--- src/chimera_dbg_pkg.sv ---
package chimera_dbg_pkg;

  // DMI operation on request, status on response
  typedef enum logic [1:0] {
    DmiNop   = 2'd0,
    DmiRead  = 2'd1,
    DmiWrite = 2'd2,
    DmiBusy  = 2'd3
  } dmi_op_e;

  localparam dmi_op_e DmiSuccess = DmiNop;

  typedef struct packed {
    logic [6:0]  addr;
    logic [31:0] data;
    dmi_op_e     op;
  } dmi_req_t;

  typedef struct packed {
    logic [31:0] data;
    dmi_op_e     resp;
  } dmi_rsp_t;

  // SBCS layout as seen on the DMI, unused fields read as zero
  typedef struct packed {
    logic [9:0]  zero1;
    logic        sbbusy;
    logic        sbreadonaddr;
    logic [2:0]  sbaccess;
    logic        sbautoincrement;
    logic        sbreadondata;
    logic [2:0]  sberror;
    logic [11:0] zero0;
  } sbcs_t;

  typedef union packed {
    logic [31:0] raw;
    sbcs_t       sbcs;
  } dmi_word_u;

  typedef struct packed {
    logic        we;
    logic [29:0] addr;
    logic [31:0] wdata;
  } sb_req_t;

  typedef struct packed {
    logic [31:0] rdata;
    logic        err;
  } sb_rsp_t;

  ////////////////////
  // Register map and IR codes
  ////////////////////

  localparam logic [6:0] DmiAddrDmControl  = 7'h10;
  localparam logic [6:0] DmiAddrSbcs       = 7'h38;
  localparam logic [6:0] DmiAddrSbAddress0 = 7'h39;
  localparam logic [6:0] DmiAddrSbData0    = 7'h3C;

  localparam int unsigned IrLength = 5;

  localparam logic [IrLength-1:0] IrIdcode = 5'h01;
  localparam logic [IrLength-1:0] IrDmi    = 5'h11;
  localparam logic [IrLength-1:0] IrBypass = 5'h1F;

  localparam logic [2:0] SberrNone    = 3'd0;
  localparam logic [2:0] SberrBadAddr = 3'd2;
  localparam logic [2:0] SberrBadSize = 3'd4;

  // Only 32-bit accesses are supported
  localparam logic [2:0] SbAccess32 = 3'd2;

endpackage
--- src/jtag_tap.sv ---
`timescale 1ns/1ps

module jtag_tap import chimera_dbg_pkg::*; #(
  parameter logic [31:0] IdCode = 32'h0000_0001
) (
  input  logic     jtag_tck,
  input  logic     arst_n_i,
  input  logic     tms_i,
  input  logic     tdi_i,
  output logic     tdo_o,
  output logic     dmi_req_valid_o,
  output dmi_req_t dmi_req_o,
  input  logic     dmi_rsp_valid_i,
  input  dmi_rsp_t dmi_rsp_i
);

  localparam int unsigned DmiW = $bits(dmi_req_t);

  typedef enum logic [3:0] {
    TestLogicReset, RunTestIdle, SelectDrScan, CaptureDr,
    ShiftDr, Exit1Dr, PauseDr, Exit2Dr, UpdateDr,
    SelectIrScan, CaptureIr, ShiftIr, Exit1Ir, PauseIr, Exit2Ir, UpdateIr
  } tap_state_e;

  tap_state_e          state_q, state_d;
  logic [IrLength-1:0] ir_sr, ir_q;
  logic [DmiW-1:0]     dr_q;
  dmi_rsp_t            rsp_q;

  ////////////////////
  // TAP controller
  ////////////////////

  always_comb begin
    state_d = state_q;
    case (state_q)
      TestLogicReset: state_d = tms_i ? TestLogicReset : RunTestIdle;
      RunTestIdle:    state_d = tms_i ? SelectDrScan : RunTestIdle;
      SelectDrScan:   state_d = tms_i ? SelectIrScan : CaptureDr;
      CaptureDr:      state_d = tms_i ? Exit1Dr : ShiftDr;
      ShiftDr:        state_d = tms_i ? Exit1Dr : ShiftDr;
      Exit1Dr:        state_d = tms_i ? UpdateDr : PauseDr;
      PauseDr:        state_d = tms_i ? Exit2Dr : PauseDr;
      Exit2Dr:        state_d = tms_i ? UpdateDr : ShiftDr;
      UpdateDr:       state_d = tms_i ? SelectDrScan : RunTestIdle;
      SelectIrScan:   state_d = tms_i ? TestLogicReset : CaptureIr;
      CaptureIr:      state_d = tms_i ? Exit1Ir : ShiftIr;
      ShiftIr:        state_d = tms_i ? Exit1Ir : ShiftIr;
      Exit1Ir:        state_d = tms_i ? UpdateIr : PauseIr;
      PauseIr:        state_d = tms_i ? Exit2Ir : PauseIr;
      Exit2Ir:        state_d = tms_i ? UpdateIr : ShiftIr;
      UpdateIr:       state_d = tms_i ? SelectDrScan : RunTestIdle;
      default:        state_d = TestLogicReset;
    endcase
  end

  always_ff @(posedge jtag_tck or negedge arst_n_i) begin
    if (!arst_n_i) begin
      state_q <= TestLogicReset;
      ir_q    <= IrIdcode;
    end else begin
      state_q <= state_d;
      if (state_q == TestLogicReset) begin
        ir_q <= IrIdcode;
      end else if (state_q == UpdateIr) begin
        ir_q <= ir_sr;
      end
    end
  end

  // Instruction shift register, capture pattern ends in 01
  always_ff @(posedge jtag_tck) begin
    if (state_q == CaptureIr) begin
      ir_sr <= IrLength'(1);
    end else if (state_q == ShiftIr) begin
      ir_sr <= {tdi_i, ir_sr[IrLength-1:1]};
    end
  end

  ////////////////////
  // Data registers
  ////////////////////

  // One shift register serves IDCODE, DMI and BYPASS, LSB first
  always_ff @(posedge jtag_tck) begin
    if (state_q == CaptureDr) begin
      case (ir_q)
        IrIdcode: dr_q <= {{(DmiW - 32){1'b0}}, IdCode};
        IrDmi:    dr_q <= {7'b0, rsp_q};
        default:  dr_q <= '0;
      endcase
    end else if (state_q == ShiftDr) begin
      case (ir_q)
        IrIdcode: dr_q <= {{(DmiW - 32){1'b0}}, tdi_i, dr_q[31:1]};
        IrDmi:    dr_q <= {tdi_i, dr_q[DmiW-1:1]};
        default:  dr_q <= {{(DmiW - 1){1'b0}}, tdi_i};
      endcase
    end
  end

  // Latest DMI response, picked up at the next Capture-DR
  always_ff @(posedge jtag_tck or negedge arst_n_i) begin
    if (!arst_n_i) begin
      rsp_q <= '0;
    end else if (dmi_rsp_valid_i) begin
      rsp_q <= dmi_rsp_i;
    end
  end

  assign dmi_req_valid_o = (state_q == UpdateDr) && (ir_q == IrDmi);
  assign dmi_req_o       = dmi_req_t'(dr_q);

  // TDO launched on the falling edge
  always_ff @(negedge jtag_tck or negedge arst_n_i) begin
    if (!arst_n_i) begin
      tdo_o <= 1'b0;
    end else if (state_q == ShiftIr) begin
      tdo_o <= ir_sr[0];
    end else if (state_q == ShiftDr) begin
      tdo_o <= dr_q[0];
    end else begin
      tdo_o <= 1'b0;
    end
  end

endmodule

--- config.mk ---
export PLATFORM = sky130hd
export DESIGN_NAME = jtag_tap
export DESIGN_NICKNAME = d
export VERILOG_FILES = /design/src/chimera_dbg_pkg.sv /design/src/jtag_tap.sv
export SDC_FILE = /design/constraint.sdc
export NUM_CORES = 1
export LEC_CHECK = 0
export ABC_AREA = 0
export BUFFER_PORTS_ARGS = -buffer_cell sky130_fd_sc_hd__buf_4
export CAP_MARGIN = 10
export CORE_UTILIZATION = 45
export DETAILED_ROUTE_END_ITERATION = 8
export GPL_ROUTABILITY_DRIVEN = 0
export PLACE_DENSITY = 0.7
export SETUP_SLACK_MARGIN = 0.1
export SLEW_MARGIN = 10
export SYNTH_ARGS = -nofsm -noshare
export SYNTH_HDL_FRONTEND = slang
export SYNTH_SLANG_ARGS = --single-unit
--- constraint.sdc ---
create_clock -name jtag_tck -period 3.5 [get_ports jtag_tck]
set_input_delay 0.525 -clock jtag_tck [delete_from_list [all_inputs] [get_ports jtag_tck]]
set_output_delay 0.525 -clock jtag_tck [all_outputs]
set_load 0.02 [all_outputs]
======== After elaboration in Yosys (flattened, before gate mapping) ========
Cells that the tools add are included.
word-level totals
  logic and storage cells ................. 52
  input port bits ......................... 39
  register bits after elaboration ......... 90
cells by class
  eq/ne operators ......................... 17
  reduce and logical (&&, ||, !) cells .... 7
  mux-type cells .......................... 21
operator list
  operator                                             number
  2-to-1 mux 41 bit                                    2
  case mux 41 bit (2 select lines)                     1
  case mux 34 bit (2 select lines)                     1
  case mux 4 bit (12 select lines)                     1
  equality test 4 bit, second input constant           8
  equality test 4 x 3 -> 1 bit, second input constant  4
  2-to-1 mux 4 bit                                     4
  2-to-1 mux 5 bit                                     2
  equality test 4 x 2 -> 1 bit, second input constant  2
  2-to-1 mux 2 bit                                     3
  2-to-1 mux 3 bit                                     2
  equality test 5 x 1 -> 1 bit, second input constant  1
  equality test 5 bit, second input constant           1
  2-to-1 mux 1 bit                                     5
  equality test 4 x 1 -> 1 bit, second input constant  1
  zero test 4 bit                                      1
  nonzero test 2 bit                                   2
  OR reduction 2 bit                                   2
  OR reduction 3 bit                                   1
  logical AND 1 bit                                    1

======== Depth between registers and ports, before layout ========
  depth after elaboration ................. 4
  mapped depth ............................ 6
  depth with buffers taken out ............ 3

==> flow_summary.yaml <==
status:
  status: "completed"
critical_path:
  cp.required_ns: 2.97
  start_kind: "flop"
  end_kind: "output port"
  crit_family: "flip-flops"
  arrival_ns: 2.62
  crit_buf_inv: 1
  r2r_slack_ns: 0.51
  r2r_cells: 3
  critPathMaxStageDelay_ns: 0.39
  crit_type: "reg -> out"
  path_max_fanout: 1
  worstPathCellList: "buf_4"
  rr_startpoint: "state_q[0]"
  slowest_stage: "dfrtn_1"
  r2r-end: "tdo_o"
cts:
  cts_sinks: 90
  cts_buffers: 9
  ctsLongestPathBuffers: 2
  postCtsSetupRepairBufs: 0
  cts_resized: 0
  cts_tree: "yes"
  path_clk_slew_ns: 0.10
  clkLatencyLatePin_ns: 0.36
  root_buffer: "clkbuf_8"
  h-tree-depth: 3
  cts_hold_buf: 0
global_route:
  antenna_found_initial: 0
  grt_use_total_pct: 20.6
  grt_max_degree: 44
  grt_pass1_wl_mm: 14.0
  grt_pass1_vias: 2791
  overflow: 0
yosys:
  synth_cells: 344
  synthAdderAreaFrac_pct: 0
  synth_seq_cells: 90
  synth-edff-count: 41
  syn-mean-instance-area_um2: 11.5
  ys_seq_area_share_pct: 61.6
  yosysUniqueCellTypes: 42
  synth_xor_area_share_pct: 0.222
  synth_nets: 383
  synth.yosys.warnings: 0
  synth_area_leaders: "edfxtp_1 (31%), dfrtp_1 (27%), mux2_2 (9.7%)"
  synthMuxAreaShare_pct: 9.95
  synth_area_um2: 3950
  synth.largest_area_cell: "edfxtp_1"
  yosys.area_share.simple_pct: 15.6
  synth_top_area_share_pct: 31.2
  synth_top_family_by_area: "simple AND/OR/NAND/NOR gates"
  synth_compound_area_share_pct: 8.46
  synthFlopType: "dfrtp_1"
  postSynth.asyncResetShare_pct: 48.9
power_and_ir_drop:
  p_leak_nw: 1.98
  power_mw: 4.34
  ir_drop_mv: 0.381
  power_density_nw_per_um2: 903
route:
  vias: 2878
  drt_iter0_markers: 124
  wl_met2_mm: 4.08
  met3_length_um: 439
  wl_mm: 8.71
  routed.top_layer: "met4"
  wl_per_cell_um: 16.7
  dr.pass1.iters: 4
  viasPerCell: 5.50
  ant_nets: 0
  m1WireLength_mm: 4.04
  drc: 0
sta:
  rsz0062_at_grt: "no"
  drv_slew: 0
  final-hold-violation-count: 0
  slew-limit-headroom_pct: 42.8
  clock_skew_ns: 0.0223
  setup_viol: 0
  tightest_slew_ns: 0.858
  setup_tns_ns: 0
  timing.final.ws_setup_ns: 0.359
hold_path:
  hold_class: "in -> async"
final_layout:
  layout-drive-gt1-share_pct: 34.2
  final_nets: 452
  utilization_pct: 57.6
  synthToLayoutAreaGrowth_pct: 21.6
  n_antenna_cell: 0
placement:
  pre_cts_slack_ns: 0.569
  dp_hpwl_mm: 5.67
  io_buffers: 81
die:
  die_width_um: 95.7
  ios: 82
  dieArea_um2: 9150
  initial_core_util_pct: 47.3
  core_area_um2: 8340
  die-height_um: 95.7
  rows: 33
run:
  maxCapViolCount: 0
[report_power, final]
group | switching [mW] | total, mW | internal, mW
Clock | 0.394 | 0.663 | 0.269
Sequential | 0.265 | 1.89 | 1.62
Combinational | 1.10 | 1.79 | 0.686
Total | 1.76 | 4.34 | 2.58
[cell families after synthesis]
group	Yosys count
AOI/OAI and AO/OA	60
xor gates and xnor gates	1
buffers and inverters	35
DFF	90
muxes	35
and+or+nand+nor	123
[cell type report]
cell class | instances | area (um^2)
clock buffer | 10 | 128
multi-input combinational | 219 | 1370
tap | 105 | 131
timing repair buffer | 88 | 673
fill | 737 | 3540
inverter | 5 | 18.8
clock inverter | 6 | 50.0
sequential | 90 | 2430
[layout by cell type (no fill, tap or decap), drive strengths merged, types with 2 or more instances in the layout]
| cell type | n |
|---|---|
| or3 | 2 |
| dfxtp | 5 |
| edfxtp | 41 |
| nor2 | 9 |
| nand2 | 47 |
| clkinv | 2 |
| nand3b | 2 |
| buf | 88 |
| nor2b | 2 |
| a21oi | 40 |
| a211oi | 2 |
| inv | 8 |
| o21ai | 7 |
| nand4 | 3 |
| clkbuf | 10 |
| o22ai | 4 |
| mux2 | 34 |
| nor3 | 3 |
| dfrtp | 42 |
| nand3 | 39 |
| and2 | 7 |
| o221ai | 2 |
[how the worst max path moves through the flow]
stage                     from    end  slack (ns)  cells after the start
floorplan           state_q[0]  tdo_o        0.70                      4
global placement    state_q[0]  tdo_o        0.63                      3
detailed placement  state_q[0]  tdo_o        0.57                      3
CTS                      tdo_o  tdo_o        0.34                      1
global route             tdo_o  tdo_o        0.33                      1
finish                   tdo_o  tdo_o        0.36                      1
[through the flow]
step / std cells / hold slack (ns) / area [um^2]
2_1_floorplan: 344 / 0.229 / 3950
3_3_place_gp: 507 / 0.475 / 4620
3_5_place_dp: 507 / 0.477 / 4620
4_1_cts: 523 / 0.286 / 4800
5_1_grt: 523 / 0.316 / 4800
6_report: 523 / 0.277 / 4800
[state kept, by name, indices dropped and copies added (netlist names)]
register and flops:
dmi_req_o 41, ir_q 5, ir_sr 5, rsp_q 34, state_q 4, tdo_o 1
[cells in the mapped netlist (2+ instances only)]
cell type,number
dfrtp_1,42
and2_1,7
buf_1,3
a21oi_1,40
or3_1,2
o221ai_1,2
buf_2,16
nand4_1,3
mux2_2,34
nand3_1,39
nor3_1,2
o22ai_1,4
nand3b_1,2
inv_1,5
edfxtp_1,41
dfxtp_1,5
a211oi_1,2
nand2_1,47
clkbuf_1,8
nor2_1,9
o21ai_0,7
nor2b_1,2
buf_4,3
[per-layer routing]
layer / vias to the layer above / track usage (%)
li1: 1368 / -
met1: 1421 / 28.8
met2: 77 / 32.0
met3: 12 / 3.27
met4: 0 / 8.33
met5: - / 0
Power figures use the tool's default switching activity.
