$ cat config.mk
export PLATFORM = sky130hd
export DESIGN_NAME = dm_sysbus
export DESIGN_NICKNAME = d
export VERILOG_FILES = /design/src/chimera_dbg_pkg.sv /design/src/dm_sysbus.sv
export SDC_FILE = /design/constraint.sdc
export NUM_CORES = 1
export LEC_CHECK = 0
export BUFFER_PORTS_ARGS = -buffer_cell sky130_fd_sc_hd__buf_2
export CELL_PAD_IN_SITES_DETAIL_PLACEMENT = 1
export CELL_PAD_IN_SITES_GLOBAL_PLACEMENT = 2
export CORE_MARGIN = 8
export CORE_UTILIZATION = 34
export DETAILED_ROUTE_END_ITERATION = 10
export PLACE_DENSITY = 0.81
export SLEW_MARGIN = 5
export SYNTH_ARGS = -nofsm -noshare
export SYNTH_HDL_FRONTEND = slang
export SYNTH_SLANG_ARGS = --single-unit
$ cat constraint.sdc
create_clock -name jtag_tck -period 8.14 [get_ports jtag_tck]
set_clock_uncertainty 0.15 [all_clocks]
set_input_delay 1.221 -clock jtag_tck [delete_from_list [all_inputs] [get_ports jtag_tck]]
set_output_delay 1.221 -clock jtag_tck [all_outputs]
set_load 0.005 [all_outputs]
$ cat src/chimera_dbg_pkg.sv
package chimera_dbg_pkg;

  // DMI operation on request, status on response
  typedef enum logic [1:0] {
    DmiNop   = 2'd0,
    DmiRead  = 2'd1,
    DmiWrite = 2'd2,
    DmiBusy  = 2'd3
  } dmi_op_e;

  localparam dmi_op_e DmiSuccess = DmiNop;

  typedef struct packed {
    logic [6:0]  addr;
    logic [31:0] data;
    dmi_op_e     op;
  } dmi_req_t;

  typedef struct packed {
    logic [31:0] data;
    dmi_op_e     resp;
  } dmi_rsp_t;

  // SBCS layout as seen on the DMI, unused fields read as zero
  typedef struct packed {
    logic [9:0]  zero1;
    logic        sbbusy;
    logic        sbreadonaddr;
    logic [2:0]  sbaccess;
    logic        sbautoincrement;
    logic        sbreadondata;
    logic [2:0]  sberror;
    logic [11:0] zero0;
  } sbcs_t;

  typedef union packed {
    logic [31:0] raw;
    sbcs_t       sbcs;
  } dmi_word_u;

  typedef struct packed {
    logic        we;
    logic [29:0] addr;
    logic [31:0] wdata;
  } sb_req_t;

  typedef struct packed {
    logic [31:0] rdata;
    logic        err;
  } sb_rsp_t;

  ////////////////////
  // Register map and IR codes
  ////////////////////

  localparam logic [6:0] DmiAddrDmControl  = 7'h10;
  localparam logic [6:0] DmiAddrSbcs       = 7'h38;
  localparam logic [6:0] DmiAddrSbAddress0 = 7'h39;
  localparam logic [6:0] DmiAddrSbData0    = 7'h3C;

  localparam int unsigned IrLength = 5;

  localparam logic [IrLength-1:0] IrIdcode = 5'h01;
  localparam logic [IrLength-1:0] IrDmi    = 5'h11;
  localparam logic [IrLength-1:0] IrBypass = 5'h1F;

  localparam logic [2:0] SberrNone    = 3'd0;
  localparam logic [2:0] SberrBadAddr = 3'd2;
  localparam logic [2:0] SberrBadSize = 3'd4;

  // Only 32-bit accesses are supported
  localparam logic [2:0] SbAccess32 = 3'd2;

endpackage
$ cat src/dm_sysbus.sv
`timescale 1ns/1ps

module dm_sysbus import chimera_dbg_pkg::*; #(
  parameter int unsigned SbCredits = 2
) (
  input  logic     jtag_tck,
  input  logic     arst_n_i,
  input  logic     dmi_req_valid_i,
  input  dmi_req_t dmi_req_i,
  output logic     dmi_rsp_valid_o,
  output dmi_rsp_t dmi_rsp_o,
  output logic     sb_req_valid_o,
  output sb_req_t  sb_req_o,
  input  logic     sb_credit_i,
  input  logic     sb_rsp_valid_i,
  input  sb_rsp_t  sb_rsp_i
);

  localparam int unsigned CntW = $clog2(SbCredits + 2);

  logic            dmactive_q;
  logic            readonaddr_q, autoinc_q, readondata_q;
  logic [2:0]      sbaccess_q, sberror_q;
  logic [CntW-1:0] credits_q, out_q;
  logic            acc_pend_q, acc_we_q, rd_pend_q, busy_sticky_q;
  logic [31:0]     sbaddr_q, sbdata_q, rd_data;
  dmi_word_u       wr_word;
  sbcs_t           sbcs_rd;
  logic            sbbusy, access_busy, is_rd, is_wr, req_busy, req_ok;
  logic            wr_ctrl, wr_sbcs, wr_addr, wr_data, start_rd, start_wr;
  logic            issue, rsp_is_rd;

  ////////////////////
  // DMI decode
  ////////////////////

  assign wr_word.raw = dmi_req_i.data;

  // Access in flight, either waiting for a credit or a read outstanding
  assign access_busy = rd_pend_q | acc_pend_q;
  assign sbbusy      = access_busy | (credits_q == '0);

  assign is_rd    = dmi_req_valid_i && (dmi_req_i.op == DmiRead);
  assign is_wr    = dmi_req_valid_i && (dmi_req_i.op == DmiWrite);
  assign req_busy = (is_rd | is_wr) & (busy_sticky_q | access_busy);
  assign req_ok   = (is_rd | is_wr) & ~req_busy;

  assign wr_ctrl = req_ok && is_wr && (dmi_req_i.addr == DmiAddrDmControl);
  assign wr_sbcs = req_ok && is_wr && (dmi_req_i.addr == DmiAddrSbcs);
  assign wr_addr = req_ok && is_wr && (dmi_req_i.addr == DmiAddrSbAddress0);
  assign wr_data = req_ok && is_wr && (dmi_req_i.addr == DmiAddrSbData0);

  assign start_rd = (wr_addr && readonaddr_q) ||
                    (req_ok && is_rd && (dmi_req_i.addr == DmiAddrSbData0) && readondata_q);
  assign start_wr = wr_data;

  assign sbcs_rd = '{
    sbbusy:          sbbusy,
    sbreadonaddr:    readonaddr_q,
    sbaccess:        sbaccess_q,
    sbautoincrement: autoinc_q,
    sbreadondata:    readondata_q,
    sberror:         sberror_q,
    default:         '0
  };

  always_comb begin
    case (dmi_req_i.addr)
      DmiAddrDmControl:  rd_data = {31'b0, dmactive_q};
      DmiAddrSbcs:       rd_data = sbcs_rd;
      DmiAddrSbAddress0: rd_data = sbaddr_q;
      DmiAddrSbData0:    rd_data = sbdata_q;
      default:           rd_data = '0;
    endcase
  end

  ////////////////////
  // System bus master
  ////////////////////

  assign issue          = acc_pend_q && (credits_q != '0);
  assign sb_req_valid_o = issue;
  assign sb_req_o       = '{we: acc_we_q, addr: sbaddr_q[31:2], wdata: sbdata_q};

  // Responses come in order, so the read is the last one outstanding
  assign rsp_is_rd = sb_rsp_valid_i && rd_pend_q && (out_q == CntW'(1));

  always_ff @(posedge jtag_tck or negedge arst_n_i) begin
    if (!arst_n_i) begin
      dmactive_q      <= 1'b0;
      readonaddr_q    <= 1'b0;
      autoinc_q       <= 1'b0;
      readondata_q    <= 1'b0;
      sbaccess_q      <= SbAccess32;
      sberror_q       <= SberrNone;
      credits_q       <= CntW'(SbCredits);
      out_q           <= '0;
      acc_pend_q      <= 1'b0;
      acc_we_q        <= 1'b0;
      rd_pend_q       <= 1'b0;
      busy_sticky_q   <= 1'b0;
      dmi_rsp_valid_o <= 1'b0;
    end else begin
      dmi_rsp_valid_o <= dmi_req_valid_i;
      // Busy stays until the host sends a nop
      if (dmi_req_valid_i && (dmi_req_i.op == DmiNop)) begin
        busy_sticky_q <= 1'b0;
      end else if (req_busy) begin
        busy_sticky_q <= 1'b1;
      end
      if (wr_ctrl) begin
        dmactive_q <= dmi_req_i.data[0];
      end
      if (wr_sbcs) begin
        readonaddr_q <= wr_word.sbcs.sbreadonaddr;
        sbaccess_q   <= wr_word.sbcs.sbaccess;
        autoinc_q    <= wr_word.sbcs.sbautoincrement;
        readondata_q <= wr_word.sbcs.sbreadondata;
        // Write one to clear
        sberror_q    <= sberror_q & ~wr_word.sbcs.sberror;
      end
      if ((start_rd || start_wr) && (sberror_q == SberrNone)) begin
        if (sbaccess_q != SbAccess32) begin
          sberror_q <= SberrBadSize;
        end else begin
          acc_pend_q <= 1'b1;
          acc_we_q   <= start_wr;
        end
      end
      if (issue) begin
        acc_pend_q <= 1'b0;
        rd_pend_q  <= ~acc_we_q;
      end
      if (rsp_is_rd) begin
        rd_pend_q <= 1'b0;
      end
      if (sb_rsp_valid_i && sb_rsp_i.err) begin
        sberror_q <= SberrBadAddr;
      end
      credits_q <= credits_q - CntW'(issue) + CntW'(sb_credit_i);
      out_q     <= out_q + CntW'(issue) - CntW'(sb_rsp_valid_i);
    end
  end

  always_ff @(posedge jtag_tck) begin
    dmi_rsp_o.data <= rd_data;
    dmi_rsp_o.resp <= req_busy ? DmiBusy : DmiSuccess;
    if (wr_addr) begin
      sbaddr_q <= dmi_req_i.data;
    end else if (issue && autoinc_q) begin
      sbaddr_q <= sbaddr_q + 32'd4;
    end
    if (wr_data) begin
      sbdata_q <= dmi_req_i.data;
    end else if (rsp_is_rd && !sb_rsp_i.err) begin
      sbdata_q <= sb_rsp_i.rdata;
    end
  end

endmodule

# Yosys cells after proc, flatten, opt, wreduce, memory -nomap -nowiden
# Index checks and enable logic that the tools add are counted.
# op_classes
addsub,5
eq_ne,9
n_mux,17
bitwise,11
n_reduce_logical,33
# op_table
operator,n
$mux W32,4
$pmux W32 S4,1
$add A32 B3 Y32 const B,1
$eq A7 B6 Y1 const B,3
$logic_and A1 B1 Y1,19
$mux W3,4
$reduce_bool A2 Y1,6
$eq A7 B5 Y1 const B,1
$mux W1,7
$add A2 B1 Y2,2
$eq A2 B1 Y1 const B,2
$logic_not A2 Y1,2
$or A1 B1 Y1,4
$reduce_and A2 Y1,2
$sub A2 B1 Y2,2
$and A3 B3 Y3,1
$logic_not A3 Y1,1
$ne A3 B2 Y1 const B,1
$not A1 Y1,3
$not A3 Y3,1
$and A1 B1 Y1,2
$eq A2 B2 Y1 const B,1
$logic_or A1 B1 Y1,2
$mux W2,1
2 further kinds,2
# totals
register_bits,117
input_bits,79
output_inout_bits,99
word_cells,92

# Logic depth before layout (Yosys ltp)
# logic_depth
word_depth,14
depth_mapped,9
ltp_nobuf,7

# Worst setup path before layout
# No wires, ideal clock.
# synth_path
path_kind,input to register
start,input port dmi_req_i[40] (netlist bit)
end,register sbdata_q[0] (enable)
setup_ns,0.433
t_arrival_ns,3.706
required_time_ns,7.557
setup_slack_ns,3.851
path_stages,3
n_path_buf,0
cell_sequence,or3b_4 -> or3_1 -> o22ai_1
# synth_via
elab_chain_len,3
# synth_rtl
item,line_no,text
start: declaration,dm_sysbus.sv:9,"input dmi_req_t dmi_req_i,"
$eq A7 B6 Y1,dm_sysbus.sv:51,assign wr_data = req_ok && is_wr && (dmi_req_i.addr == DmiAddrSbData0);
$logic_and A1 B1 Y1,dm_sysbus.sv:51,
$reduce_bool A2 Y1 (no source line),n/a,
end signal: assignment,dm_sysbus.sv:154,sbdata_q <= dmi_req_i.data;
end signal: assignment,dm_sysbus.sv:156,sbdata_q <= sb_rsp_i.rdata;
end: declaration,dm_sysbus.sv:26,"logic [31:0] sbaddr_q, sbdata_q, rd_data;"
# Every way passes these cells.
# A chain may end at the register's enable or synchronous reset.

# Worst setup path after layout
# layout_path
start,input port dmi_req_i[34] (netlist bit)
end,register sbaddr_q[21] (enable)
# layout_via
elab_chain_len,3
# layout_rtl
item,line_no,text
$eq A7 B6 Y1,dm_sysbus.sv:50,assign wr_addr = req_ok && is_wr && (dmi_req_i.addr == DmiAddrSbAddress0);
$logic_and A1 B1 Y1,dm_sysbus.sv:50,
$reduce_bool A2 Y1 (no source line),n/a,
end signal: assignment,dm_sysbus.sv:149,sbaddr_q <= dmi_req_i.data;
end signal: assignment,dm_sysbus.sv:151,sbaddr_q <= sbaddr_q + 32'd4;
end: declaration,dm_sysbus.sv:26,
# Every way passes these cells.

==> results.md <==
- Status: finished, final reports clean
- Synth Register Bits: 116
- RSZ-0062 raised after global routing: no
- Slew Viols, Final: 0
- Layout cells sized above 1: 40.3%
- Largest net degree at the start of global routing: 49
- Layout fillers: 1,791
- Setup bufs post-CTS: 0
- Cell area after synthesis: 0.00553 mm^2
- FP Rows: 46
- Initial antenna violation count: 0
- Final Net Count: 714
- Die W: 144 um
- Syn avg cell area: 11.5 um^2
- Root Buffer: clkbuf_16
- Setup crit start: dmi_req_i[34]
- Logic pwr share: 8.2%
- Async SR Flop Fraction: 16.4%
- PostCTS Resize Cnt: 0
- Pin slew with the least headroom to its limit: 1.04 ns
- Commonest non-fill, non-tap cell in the layout: buf_2
- Syn nets: 564
- Vias in the first global route: 4,897
- IO Pins: 178
- Vias post-DR: 4,237
- Crit Path Max Fanout: 24
- RR Startpoint: rd_pend_q
- Ys flop type: edfxtp_1
- Commonest cells after routing, fill and taps aside: buf_2 (177), edfxtp_1 (64), nand2_1 (63)
- Yosys Warn Count: 0
- Clock sink count: 116
- Buf/Inv on CP: 4
- Clock power frac: 47.8%
- DRC errors left: 0
- F_max: 261 MHz
- First-pass GRT wire length: 26,500 um
- P&R area growth vs syn: 26.1%
- Hold Slack: 0.299 ns
- Fin crit share: 47.1%
- Int Power: 1.18 mW
- CTS Buffer Depth: 2
- Crit path max-delay family: simple AND/OR/NAND/NOR gates
- Die area: 0.0206 mm^2
- Worst hold path type: reg2reg
- Critical path's slowest cell: nand2_1
- Clk slew on worst S/H paths: 0.05 ns
- Routed vias/inst: 4.93
- Final hold violation count: 0
- 1st-pass router iterations: 4
- Final setup viols: 0
- IO Port Bufs: 177
- Sequential Area: 0.00306 mm^2
- EDFF count, synth: 64
- Core Region: 0.0159 mm^2
- Ant diodes: 0
- Num CTS Buffers: 17
- Register area share after synthesis: 55.4%
- Initial Util: 34.8%
- Max_cap viols: 0
- CP cell instances: buf_2 -> inv_1 -> nor4_4 -> buf_4 -> nand2_1 -> nand2_1 -> buf_4
- Remaining Overflow, GRT: 0
- Worst Setup End Kind: flop
- H-tree depth: 4
- Reg2reg setup slack: 5.18 ns
- DR iter-0 viols: 137
- Register share of total power: 44.0%
- Setup TNS: 0 ns
- Switching Power: 0.343 mW
- Post-synthesis cell type count: 45
- Required time of the critical path: 8.09 ns
- Hold_sp: sbaddr_q[0]
- Sw Share: 22.5%
- Min Tclk post-route: 3.83 ns
- Peak supply drop: 0.000133 V
- Die height: 144 um
- RD Place Congestion: 0.802
- Routed length per instance: 19.6 um
- Final wirelength: 16,900 um
- PwrDens: 219 mW/mm^2
- Static Leakage: 2.88 nW
- Post-route ant nets: 0
- Global Route Usage Sum: 16.8%
- Clock latency on the worst-skew pair: 0.42 ns
- CTS tree: built
- Max-Slew Margin vs Limit: 30.6%
- WP data arrival: 3.78 ns
- Max incr delay on CP: 0.61 ns
- HPWL Detailed: 12,800 um
- Final core occ: 43.9%
- Area of the multi-input gates: 0.00211 mm^2
- Startpoint types: input pin
- Hold-fix buffers at CTS: 0
- Cells after Synth: 480
- WS Path Type: in2reg
## Yosys cell counts (11+ instances only)
master | number | share of area [%]
edfxtp_1 | 64 | 35
nand2_1 | 63 | 4.3
buf_4 | 38 | 5.2
mux2_2 | 38 | 7.7
dfxtp_1 | 33 | 12
o21ai_0 | 30 | 2.7
a22o_1 | 22 | 3.5
xor2_1 | 20 | 3.2
dfrtp_1 | 17 | 7.7
nor2_1 | 17 | 1.2
nand3_1 | 13 | 1.2
nand4_1 | 13 | 1.5
xnor2_1 | 12 | 1.9
a21oi_1 | 11 | 1.0
clkbuf_1 | 11 | 0.75
inv_1 | 11 | 0.75
## worst paths after layout
path / endpoint / cells after the start
worst max-delay path: sbaddr_q[21] / 7
worst min-delay path: dmi_rsp_o[2] / 2
worst max register to register: sbaddr_q[21] / 5
worst min register to register: dmi_rsp_o[2] / 2
max in group asynchronous: credits_q[1] / 1
min in group asynchronous: autoinc_q / 1
## registers in the layout (all words and copies together), names as in the netlist, 2 cells and up
| signal | cells |
|---|---|
| sbaddr_q | 32 |
| dmi_rsp_o | 33 |
| out_q | 2 |
| sbdata_q | 32 |
| credits_q | 2 |
| sberror_q | 3 |
| sbaccess_q | 3 |
## per-stage QoR
stage | area [um^2] | std cells | worst slack (ns) | power [mW]
after global placement | 6410 | 827 | 4.00 | 0.802
after detailed placement | 6410 | 827 | 3.86 | 0.810
final | 6970 | 859 | 4.31 | 1.53
after floorplan | 5530 | 480 | 3.85 | 0.747
after CTS | 6970 | 859 | 4.29 | 1.55
after global routing | 6970 | 859 | 4.02 | 1.58
## routing by layer
layer	vias up	part of all wire (%)	global-route usage [%]
met5	-	0	0
met4	0	1.2	5.37
met3	21	7.9	6.20
met2	143	49	28.8
met1	2078	42	19.2
li1	1995	-	-
## area by class of cell
type | count | share of cell area, %
Clock buffer | 26 | 7.01
Clock inverter | 6 | 1.13
Inverter | 11 | 0.592
Multi-Input combinational cell | 302 | 30.3
Sequential cell | 116 | 43.9
Tap cell | 216 | 3.88
Timing Repair Buffer | 182 | 13.2
## power groups by stage
stage / logic (mW) / registers [mW] / clock network, mW
detailed placement: 0.127 / 0.683 / 0
global route: 0.141 / 0.675 / 0.769
floorplan: 0.0675 / 0.679 / 0
CTS: 0.128 / 0.671 / 0.746
finish: 0.125 / 0.671 / 0.729
global placement: 0.121 / 0.682 / 0
## cells by family (layout without fill, tap and decap cells)
| kind of cell | after synthesis | in the layout | share of synthesized area [%] |
|---|---|---|---|
| compound gates | 75 | 75 | 8.98 |
| xor+xnor | 32 | 32 | 5.07 |
| fa+ha+maj | 5 | 5 | 1.13 |
| buf+inv | 62 | 225 | 6.81 |
| flops | 116 | 116 | 55.4 |
| mux | 48 | 48 | 9.64 |
| simple gates | 142 | 142 | 13.0 |
## worst register-to-register path, delay by kind of cell, from the launching register on
family | cells | cell delay (ns)
flip-flops | 1 | 0.41
buffers and inverters | 1 | 0.38
AND/OR/NAND/NOR | 4 | 1.70
Note: power is estimated with default switching activity, not from simulation.
